===== src/fifo_to_host_consts.svh =====
// Shared constants for the host-bound message channel
// Line, address, ring index and idle counter widths
// Depth of the input line FIFO

`ifndef FIFO_TO_HOST_CONSTS_SVH
`define FIFO_TO_HOST_CONSTS_SVH

// ==================================================
// Datapath widths
// ==================================================

// Width of one message line
`define FTH_DATA_W 64

// Width of a memory line address
`define FTH_ADDR_W 32

// ==================================================
// Ring and flush control
// ==================================================

// Ring index width for a 64-entry ring in host memory
`define FTH_IDX_W 6

// Idle counter width
// Its top bit requests a flush after 16 counted idle cycles
`define FTH_IDLE_W 5

// Number of lines buffered between the producer and the ring writer
`define FTH_FIFO_DEPTH 2

`endif


===== src/fifo_to_host_pkg.sv =====
// Type package for the host-bound message channel
// Vector typedefs for lines, addresses and ring indices
// State encoding of the ring writer FSM

`include "fifo_to_host_consts.svh"

package fifo_to_host_pkg;

    // ==================================================
    // Datapath types
    // ==================================================

    // One message line as it is written to host memory
    typedef logic [`FTH_DATA_W-1:0] t_line_data;

    // Line address in host memory
    typedef logic [`FTH_ADDR_W-1:0] t_line_addr;

    // Entry index within the ring buffer
    // Arithmetic on it wraps naturally around the ring
    typedef logic [`FTH_IDX_W-1:0] t_ring_idx;

    // ==================================================
    // Ring writer FSM
    // ==================================================

    // In wait_empty no lines are unpublished since the last fence
    // In wait_data lines are written and wait for a reason to fence
    // In emit_fence a fence request is pending on the write channel
    typedef enum logic [1:0]
    {
        wait_empty,
        wait_data,
        emit_fence
    } t_writer_state;

endpackage


===== src/fifo_to_host.sv =====
// Top level of the host-bound message channel
// Input FIFO, ring writer, ring status and memory write channel

`timescale 1ns/1ps

module fifo_to_host
(
    input  logic                         clk,
    input  logic                         reset,
    input  logic                         hc_en,
    input  fifo_to_host_pkg::t_line_addr buffer_base,
    input  fifo_to_host_pkg::t_line_data tx_data,
    input  logic                         tx_enable,
    output logic                         tx_rdy,
    input  fifo_to_host_pkg::t_ring_idx  host_oldest_idx,
    input  logic                         host_oldest_valid,
    output fifo_to_host_pkg::t_ring_idx  next_write_idx,
    output logic                         host_notify,
    output logic                         mem_req,
    input  logic                         mem_ack,
    output fifo_to_host_pkg::t_line_addr mem_addr,
    output fifo_to_host_pkg::t_line_data mem_data,
    output logic                         mem_fence
);

    // FIFO to writer
    fifo_to_host_pkg::t_line_data line_data;
    logic line_valid;
    logic line_deq;

    // Writer to channel
    logic wr_request;
    fifo_to_host_pkg::t_line_addr wr_addr;
    fifo_to_host_pkg::t_line_data wr_data;
    logic wr_fence;
    logic wr_grant;
    logic chan_idle;

    // Ring bookkeeping
    logic ring_full;
    fifo_to_host_pkg::t_ring_idx cur_idx;
    fifo_to_host_pkg::t_ring_idx written_idx;

    // Producer lines are buffered before the ring writer
    line_fifo u_line_fifo
    (
        .clk       (clk),
        .reset     (reset),
        .enq_data  (tx_data),
        .enq_en    (tx_enable),
        .not_full  (tx_rdy),
        .first     (line_data),
        .deq_en    (line_deq),
        .not_empty (line_valid)
    );

    ring_writer u_ring_writer
    (
        .clk         (clk),
        .reset       (reset),
        .hc_en       (hc_en),
        .buffer_base (buffer_base),
        .line_data   (line_data),
        .line_valid  (line_valid),
        .line_deq    (line_deq),
        .ring_full   (ring_full),
        .wr_request  (wr_request),
        .wr_addr     (wr_addr),
        .wr_data     (wr_data),
        .wr_fence    (wr_fence),
        .wr_grant    (wr_grant),
        .chan_idle   (chan_idle),
        .cur_idx     (cur_idx),
        .written_idx (written_idx)
    );

    ring_status u_ring_status
    (
        .clk               (clk),
        .reset             (reset),
        .host_oldest_idx   (host_oldest_idx),
        .host_oldest_valid (host_oldest_valid),
        .cur_idx           (cur_idx),
        .written_idx       (written_idx),
        .ring_full         (ring_full),
        .next_write_idx    (next_write_idx),
        .host_notify       (host_notify)
    );

    write_channel u_write_channel
    (
        .clk        (clk),
        .reset      (reset),
        .wr_request (wr_request),
        .wr_addr    (wr_addr),
        .wr_data    (wr_data),
        .wr_fence   (wr_fence),
        .wr_grant   (wr_grant),
        .chan_idle  (chan_idle),
        .mem_req    (mem_req),
        .mem_ack    (mem_ack),
        .mem_addr   (mem_addr),
        .mem_data   (mem_data),
        .mem_fence  (mem_fence)
    );

endmodule


===== src/line_fifo.sv =====
// Input line FIFO
// Small register FIFO between the producer and the ring writer
// Supports enqueue and dequeue in the same cycle

`timescale 1ns/1ps

`include "fifo_to_host_consts.svh"

module line_fifo
(
    input  logic                        clk,
    input  logic                        reset,
    input  fifo_to_host_pkg::t_line_data enq_data,
    input  logic                        enq_en,
    output logic                        not_full,
    output fifo_to_host_pkg::t_line_data first,
    input  logic                        deq_en,
    output logic                        not_empty
);

    localparam int DEPTH = `FTH_FIFO_DEPTH;
    localparam int PTR_W = (DEPTH > 1) ? $clog2(DEPTH) : 1;
    localparam int CNT_W = $clog2(DEPTH + 1);

    // Entry storage, read and write pointers and occupancy
    fifo_to_host_pkg::t_line_data storage [DEPTH];
    logic [PTR_W-1:0] rd_ptr;
    logic [PTR_W-1:0] wr_ptr;
    logic [CNT_W-1:0] count;

    logic do_enq;
    logic do_deq;

    // Advance a pointer and wrap it after the last entry
    function automatic logic [PTR_W-1:0] next_ptr(input logic [PTR_W-1:0] ptr);
        if (ptr == PTR_W'(DEPTH - 1))
        begin
            return '0;
        end
        return ptr + PTR_W'(1);
    endfunction

    // Ready toward the producer whenever an entry is free
    assign not_full = (count != CNT_W'(DEPTH));
    assign not_empty = (count != '0);

    // A producer strobe while full is ignored, as is a dequeue while empty
    assign do_enq = enq_en && not_full;
    assign do_deq = deq_en && not_empty;

    // The oldest line is always presented at the read pointer
    assign first = storage[rd_ptr];

    // Each accepted line is stored at the write pointer
    always_ff @(posedge clk)
    begin
        if (do_enq)
        begin
            storage[wr_ptr] <= enq_data;
        end
    end

    // Pointer and occupancy tracking
    always_ff @(posedge clk)
    begin
        if (reset)
        begin
            rd_ptr <= '0;
            wr_ptr <= '0;
            count <= '0;
        end
        else
        begin
            if (do_enq)
            begin
                wr_ptr <= next_ptr(wr_ptr);
            end

            if (do_deq)
            begin
                rd_ptr <= next_ptr(rd_ptr);
            end

            // Simultaneous enqueue and dequeue leave the occupancy unchanged
            case ({do_enq, do_deq})
                2'b10: count <= count + CNT_W'(1);
                2'b01: count <= count - CNT_W'(1);
                default: count <= count;
            endcase
        end
    end

endmodule


===== src/ring_status.sv =====
// Ring status
// Holds the oldest index still owned by the host and derives ring full
// Publishes the committed write index with a notify pulse

`timescale 1ns/1ps

module ring_status
(
    input  logic                        clk,
    input  logic                        reset,
    input  fifo_to_host_pkg::t_ring_idx host_oldest_idx,
    input  logic                        host_oldest_valid,
    input  fifo_to_host_pkg::t_ring_idx cur_idx,
    input  fifo_to_host_pkg::t_ring_idx written_idx,
    output logic                        ring_full,
    output fifo_to_host_pkg::t_ring_idx next_write_idx,
    output logic                        host_notify
);

    // Oldest entry the host has not yet consumed
    fifo_to_host_pkg::t_ring_idx oldest_idx;

    always_ff @(posedge clk)
    begin
        if (reset)
        begin
            oldest_idx <= '0;
        end
        else if (host_oldest_valid)
        begin
            oldest_idx <= host_oldest_idx;
        end
    end

    // One slot stays empty so that a full ring differs from an empty one
    assign ring_full = ((cur_idx + fifo_to_host_pkg::t_ring_idx'(1)) == oldest_idx);

    // ==================================================
    // Index publication
    // ==================================================

    // The notify pulse lines up with the cycle the new index appears
    always_ff @(posedge clk)
    begin
        if (reset)
        begin
            next_write_idx <= '0;
            host_notify <= 1'b0;
        end
        else
        begin
            next_write_idx <= written_idx;
            host_notify <= (written_idx != next_write_idx);
        end
    end

endmodule


===== src/ring_writer.sv =====
// Ring writer
// Turns buffered lines into ring buffer writes in host memory
// Emits a fence after an idle run or a quarter of the ring
// Tracks the current and the fenced (written) ring index

`timescale 1ns/1ps

`include "fifo_to_host_consts.svh"

module ring_writer
(
    input  logic                         clk,
    input  logic                         reset,
    input  logic                         hc_en,
    input  fifo_to_host_pkg::t_line_addr buffer_base,
    input  fifo_to_host_pkg::t_line_data line_data,
    input  logic                         line_valid,
    output logic                         line_deq,
    input  logic                         ring_full,
    output logic                         wr_request,
    output fifo_to_host_pkg::t_line_addr wr_addr,
    output fifo_to_host_pkg::t_line_data wr_data,
    output logic                         wr_fence,
    input  logic                         wr_grant,
    input  logic                         chan_idle,
    output fifo_to_host_pkg::t_ring_idx  cur_idx,
    output fifo_to_host_pkg::t_ring_idx  written_idx
);

    fifo_to_host_pkg::t_writer_state state;

    // Consecutive idle cycles while lines are waiting for a fence
    logic [`FTH_IDLE_W-1:0] idle_cycles;

    logic flush_for_idle;
    logic flush_for_idle_hold;
    logic flush_for_writes;
    logic fence_granted;

    // ==================================================
    // Flush triggers
    // ==================================================

    // A change in the second-highest index bit means another quarter
    // of the ring has been written since the last fence
    assign flush_for_writes = (cur_idx[`FTH_IDX_W-2] != written_idx[`FTH_IDX_W-2]);

    // The idle flush stays requested until the fence goes out
    assign flush_for_idle = idle_cycles[`FTH_IDLE_W-1] || flush_for_idle_hold;

    assign fence_granted = wr_grant && (state == fifo_to_host_pkg::emit_fence);

    always_ff @(posedge clk)
    begin
        if (reset)
        begin
            flush_for_idle_hold <= 1'b0;
        end
        else if (fence_granted)
        begin
            flush_for_idle_hold <= 1'b0;
        end
        else if (idle_cycles[`FTH_IDLE_W-1])
        begin
            flush_for_idle_hold <= 1'b1;
        end
    end

    // Count only while the channel has nothing in flight, so a saturated
    // memory port does not cause extra fences
    always_ff @(posedge clk)
    begin
        if (reset)
        begin
            idle_cycles <= '0;
        end
        else if ((state != fifo_to_host_pkg::wait_data) || line_deq)
        begin
            idle_cycles <= '0;
        end
        else if (chan_idle)
        begin
            idle_cycles <= idle_cycles + `FTH_IDLE_W'(1);
        end
    end

    // ==================================================
    // Ring index FSM
    // ==================================================

    // A grant outside emit_fence always belongs to a line write
    assign line_deq = wr_grant && (state != fifo_to_host_pkg::emit_fence);

    always_ff @(posedge clk)
    begin
        if (reset)
        begin
            state <= fifo_to_host_pkg::wait_empty;
            cur_idx <= '0;
            written_idx <= '0;
        end
        else
        begin
            case (state)
                fifo_to_host_pkg::wait_empty:
                begin
                    // First line after a fence opens a new batch
                    if (wr_grant)
                    begin
                        cur_idx <= cur_idx + `FTH_IDX_W'(1);
                        state <= fifo_to_host_pkg::wait_data;
                    end
                end

                fifo_to_host_pkg::wait_data:
                begin
                    if (wr_grant)
                    begin
                        cur_idx <= cur_idx + `FTH_IDX_W'(1);
                    end

                    // Time to make the batch visible to the host
                    if (flush_for_idle || flush_for_writes)
                    begin
                        state <= fifo_to_host_pkg::emit_fence;
                    end
                end

                fifo_to_host_pkg::emit_fence:
                begin
                    // Everything before the fence is now committed
                    if (wr_grant)
                    begin
                        written_idx <= cur_idx;
                        state <= fifo_to_host_pkg::wait_empty;
                    end
                end

                default:
                begin
                    state <= fifo_to_host_pkg::wait_empty;
                end
            endcase
        end
    end

    // ==================================================
    // Write request
    // ==================================================

    // Nothing is issued while disabled or while the host has not freed space
    assign wr_request = hc_en && !ring_full &&
                        (line_valid || (state == fifo_to_host_pkg::emit_fence));

    assign wr_fence = (state == fifo_to_host_pkg::emit_fence);

    // Fences carry address 0; lines go to their ring slot
    assign wr_addr = wr_fence ? '0 :
                     buffer_base + fifo_to_host_pkg::t_line_addr'(cur_idx);

    assign wr_data = line_data;

endmodule


===== src/write_channel.sv =====
// Write channel
// Grants one writer request at a time and carries it to memory
// Runs a four-phase req/ack handshake on the memory port

`timescale 1ns/1ps

module write_channel
(
    input  logic                         clk,
    input  logic                         reset,
    input  logic                         wr_request,
    input  fifo_to_host_pkg::t_line_addr wr_addr,
    input  fifo_to_host_pkg::t_line_data wr_data,
    input  logic                         wr_fence,
    output logic                         wr_grant,
    output logic                         chan_idle,
    output logic                         mem_req,
    input  logic                         mem_ack,
    output fifo_to_host_pkg::t_line_addr mem_addr,
    output fifo_to_host_pkg::t_line_data mem_data,
    output logic                         mem_fence
);

    // Handshake phases on the memory port
    typedef enum logic [1:0]
    {
        ph_idle,
        ph_wait_ack_high,
        ph_wait_ack_low
    } t_phase;

    t_phase phase;

    // A transaction is in progress from grant until ack has fallen
    assign chan_idle = (phase == ph_idle);

    // Grant is only possible while idle, so it lasts a single cycle
    assign wr_grant = chan_idle && wr_request;

    // ==================================================
    // Handshake sequencing
    // ==================================================

    always_ff @(posedge clk)
    begin
        if (reset)
        begin
            phase <= ph_idle;
            mem_req <= 1'b0;
        end
        else
        begin
            case (phase)
                ph_idle:
                begin
                    // Raise req on the edge after the grant
                    if (wr_grant)
                    begin
                        mem_req <= 1'b1;
                        phase <= ph_wait_ack_high;
                    end
                end

                ph_wait_ack_high:
                begin
                    if (mem_ack)
                    begin
                        mem_req <= 1'b0;
                        phase <= ph_wait_ack_low;
                    end
                end

                ph_wait_ack_low:
                begin
                    // Memory has closed the handshake
                    if (!mem_ack)
                    begin
                        phase <= ph_idle;
                    end
                end

                default:
                begin
                    mem_req <= 1'b0;
                    phase <= ph_idle;
                end
            endcase
        end
    end

    // Request fields are captured at grant and held for the whole handshake
    always_ff @(posedge clk)
    begin
        if (wr_grant)
        begin
            mem_addr <= wr_addr;
            mem_data <= wr_data;
            mem_fence <= wr_fence;
        end
    end

endmodule


===== config.mk =====
export PLATFORM = sky130hd
export DESIGN_NAME = fifo_to_host
export DESIGN_NICKNAME = d
export VERILOG_FILES = /design/src/fifo_to_host_pkg.sv /design/src/fifo_to_host.sv /design/src/line_fifo.sv /design/src/ring_status.sv /design/src/ring_writer.sv /design/src/write_channel.sv
export VERILOG_INCLUDE_DIRS = /design/src /design/src/src
export SDC_FILE = /design/constraint.sdc
export NUM_CORES = 1
export LEC_CHECK = 0
export ABC_AREA = 0
export BUFFER_PORTS_ARGS = -buffer_cell sky130_fd_sc_hd__buf_2
export CORE_UTILIZATION = 43
export CTS_BUF_LIST = sky130_fd_sc_hd__clkbuf_2
export CTS_CLUSTER_DIAMETER = 150
export DETAILED_ROUTE_END_ITERATION = 10
export PLACE_DENSITY = 0.65
export SLEW_MARGIN = 20
export SYNTH_ARGS = -nofsm -noshare
export SYNTH_HDL_FRONTEND = slang
export SYNTH_SLANG_ARGS = --single-unit
export TNS_END_PERCENT = 100

===== constraint.sdc =====
create_clock -name clk -period 6.1 [get_ports clk]
set_clock_uncertainty 0.05 [all_clocks]
set_input_delay 1.83 -clock clk [delete_from_list [all_inputs] [get_ports clk]]
set_output_delay 1.83 -clock clk [all_outputs]
set_load 0.02 [all_outputs]

==> flow_summary_export.csv <==
group,metric,value,unit
run_status,status,"finished clean",
clocking,clock-root-buffer,"clkbuf_2",
route,viasPerCell,4.841,
logic_synthesis,yosys.area.top_type_share,65.85,%
logic_synthesis,syn_area,10260,sq um
setup_path,crit_type,"reg -> out",
logic_synthesis,async_flop_share,0,%
clocking,clock_path_buffers,3,
setup_path,critPathMaxFanout,4,
logic_synthesis,synth_seq_cells,265,
route,drc_errors,0,
timing,rsz0062_at_grt,"false",
route,routedWlPerCell,16.20,microns
global_route,grtUsageTotal,17.14,%
setup_path,worstPathArrival,1490,ps
clocking,post_cts_buffers,0,
logic_synthesis,avgSynthCellArea,16.24,sq um
logic_synthesis,synth-edff-count,225,
pwr,p_sw,1440,uW
pwr,ir_drop,219.9,uV
pwr,internal_power,3324,uW
global_route,grt_pass1_vias,6341,
timing,finalHoldViolCount,0,
die,fp-row-count,56,
pwr,p_leak,0.004732,uW
route,routed_wl,20.52,mm
setup_path,worstSetupEndpointType,"output pin",
timing,max_freq,296.5,MHz
final_layout,final_core_util,52.76,%
route,vias,6134,
timing,worst_pin_slew,1016,ps
setup_path,cp_data_required_time,4220,ps
logic_synthesis,synth.net_count,750,
final_layout,fin_nets,1018,
pwr,switching_share,30.23,%
die,die_w,156.5,microns
route,drtPass1Iterations,6,
clocking,cts_buffers,67,
global_route,antenna_found_initial,4,
logic_synthesis,netlist_instances,632,
placed_design,port_buffers,213,
die,dieArea,24480,sq um
setup_path,cp-start-kind,"flop",
placed_design,dp_hpwl,13.12,mm
clocking,insertion_delay,750,ps
setup_path,reg2reg_slack,2940,ps
placed_design,gp_congestion,0.8110,
pwr,finalPower,4764,uW
route,ant_nets,0,
placed_design,dp_slack,2059,ps
final_layout,finalNonFillerCells,1267,
pwr,power_frac_comb,20.5,%
pwr,seqPwrFrac,53.6,%
timing,post-route-min-period,3372,ps
logic_synthesis,synth_cell_type_count,58,
global_route,grt_max_degree,67,
final_layout,layout-drive-gt1-share,43.55,%
pwr,pwr-share-clk,25.9,%
min_path,min_path_type,"reg -> reg",
logic_synthesis,seq_area_frac_synth,73.65,%
timing,post-route-period-util,55.29,%
timing,slew_headroom,31.83,%
timing,fin_ws,2728,ps
final_layout,area_growth,20.33,%
clocking,h-tree-depth,3,
clocking,clkSinkCount,265,
timing,setup_viol,0,
timing,final-max-slew-violation-count,0,
job,cap_violations,0,
die,io_pins,214,
timing,setup-tns-final,0,ps
die,die_y,156.5,microns
clocking,hold_buffers,0,
global_route,grt_overflow,0,
die,start_util,43.85,%
die,core_area,23400,sq um
global_route,grt_pass1_wl,32.12,mm
pwr,p_per_area,385.8,nW/um^2
logic_synthesis,ys_warn_count,0,
clocking,cts_resized,0,
logic_synthesis,synth_flop_cell,"edfxtp_1",
placed_design,place_inst,1150,
clocking,clk_pin_slew,100,ps
route,dr.first_iter.drc_count,245,
logic_synthesis,synth_top_cell_by_area,"edfxtp_1",
clocking,cts_tree,"built",
logic_synthesis,synth_area_leaders,"edfxtp_1 66%, dfxtp_1 7.8%, mux2_2 7.2%",
==> metrics by stage <==
stage	cell area, sq um	hold WS [ps]
2_1_floorplan	10260	410.7
3_3_place_gp	11700	403.5
3_5_place_dp	11700	412.3
4_1_cts	12340	359.8
5_1_grt	12340	393.6
6_report	12350	415.6
==> per-layer routing <==
layer	up-vias	global-route usage (%)	wire (microns)
li1	2975	-	-
met1	2899	20.91	8798
met2	221	26.93	9397
met3	35	7.145	1988
met4	4	6.816	305
met5	-	0	30
==> kinds of logic (layout without fill, tap and decap cells) <==
logic type | count (synthesis) | after routing | synth area share (%)
mux | 79 | 79 | 8.523
xor+xnor | 40 | 40 | 3.414
simple gates | 143 | 143 | 7.377
flops | 265 | 265 | 73.65
fa+ha+maj | 10 | 10 | 1.293
other cells | 0 | 2 | 0
compound gates | 66 | 66 | 4.475
buf+inv | 29 | 343 | 1.268
==> placed cells by master, fill, tap and decap left out, types with 3 or more instances in the layout <==
master     instances
a211oi_1           4
xor2_1            27
o21ai_0           14
and4_1             3
buf_4              8
nand2_1           19
edfxtp_1         225
mux2i_1           12
o2111ai_1          3
dfxtp_1           39
mux2_2            66
o31ai_1            7
or3_1              7
nor2b_1            9
ha_1               9
o21a_1             6
nand4_1            6
nand3_1            8
and2_1             3
bufinv_16          3
buf_2            213
inv_1              5
xnor2_1           13
nor2_1            47
or2_2              4
clkbuf_2          98
and3_1             5
a21oi_1           16
nor3_1             9
clkinv_1          11
nor4_2             3
nand2b_1           7
==> power groups by stage <==
| stage | clock [uW] | combinational, uW | sequential [uW] |
|---|---|---|---|
| 2_1_floorplan | 0 | 481 | 2760 |
| 3_3_place_gp | 0 | 985 | 2590 |
| 3_5_place_dp | 0 | 992 | 2600 |
| 4_1_cts | 1300 | 997 | 2560 |
| 5_1_grt | 1380 | 1060 | 2600 |
| 6_report | 1240 | 976 | 2550 |
==> final timing paths <==
check | from | to | cells past startpoint
max reg2reg | u_ring_writer.cur_idx[2]$_SDFFE_PP0P_ | u_write_channel.mem_addr[30]$_SDFFCE_PP0N_ | 7
min | u_ring_writer.written_idx[1]$_SDFFE_PP0P_ | u_ring_status.next_write_idx[1]$_SDFF_PP0_ | 1
min reg2reg | u_ring_writer.written_idx[1]$_SDFFE_PP0P_ | u_ring_status.next_write_idx[1]$_SDFF_PP0_ | 1
max | u_line_fifo.count[0]$_SDFFE_PP0P_ | tx_rdy | 2
==> state kept, by name, summed over array words and instances (netlist names) <==
signal / cells
u_line_fifo.storage: 128
u_write_channel.mem_data: 64
u_write_channel.mem_addr: 32
u_ring_status.next_write_idx: 6
u_ring_status.oldest_idx: 6
u_ring_writer.cur_idx: 6
u_ring_writer.written_idx: 6
u_ring_writer.idle_cycles: 5
u_line_fifo.count: 2
u_ring_writer.state: 2
u_write_channel.phase: 2
u_line_fifo.rd_ptr: 1
u_line_fifo.wr_ptr: 1
u_ring_status.host_notify: 1
u_ring_writer.flush_for_idle_hold: 1
u_write_channel.mem_fence: 1
u_write_channel.mem_req: 1
==> layout make-up <==
class                   instances  area [sq um]
clock inverters                17         153.9
multi-input cells             338          2582
repair buffers                221          1126
clock buffers                  98         490.5
inverters                       7         28.78
flip-flops and latches        265          7561
well taps                     319         399.1
diodes                          2         5.005
fillers                      2082         11060
==> critical path, cell delays in order, from the launching register on <==
cell,delay (ps)
dfxtp_1,390
nand2b_1,180
buf_2,200
==> cells in the mapped netlist, types with 3 or more instances <==
| master | n |
|---|---|
| nor3_1 | 9 |
| or3_1 | 7 |
| o2111ai_1 | 3 |
| edfxtp_1 | 225 |
| o21ai_0 | 14 |
| or2_2 | 4 |
| mux2_2 | 66 |
| a211oi_1 | 4 |
| o21a_1 | 6 |
| xor2_1 | 27 |
| clkbuf_1 | 17 |
| and4_1 | 3 |
| mux2i_1 | 12 |
| inv_1 | 6 |
| nand2_1 | 19 |
| o31ai_1 | 7 |
| nand4_1 | 6 |
| nor2_1 | 48 |
| dfxtp_1 | 40 |
| ha_1 | 9 |
| nand2b_1 | 7 |
| nand3_1 | 8 |
| xnor2_1 | 13 |
| nor2b_1 | 9 |
| and3_1 | 6 |
| a21oi_1 | 16 |
| nor4_2 | 3 |
| and2_1 | 3 |
Power figures use the tool's default switching activity.
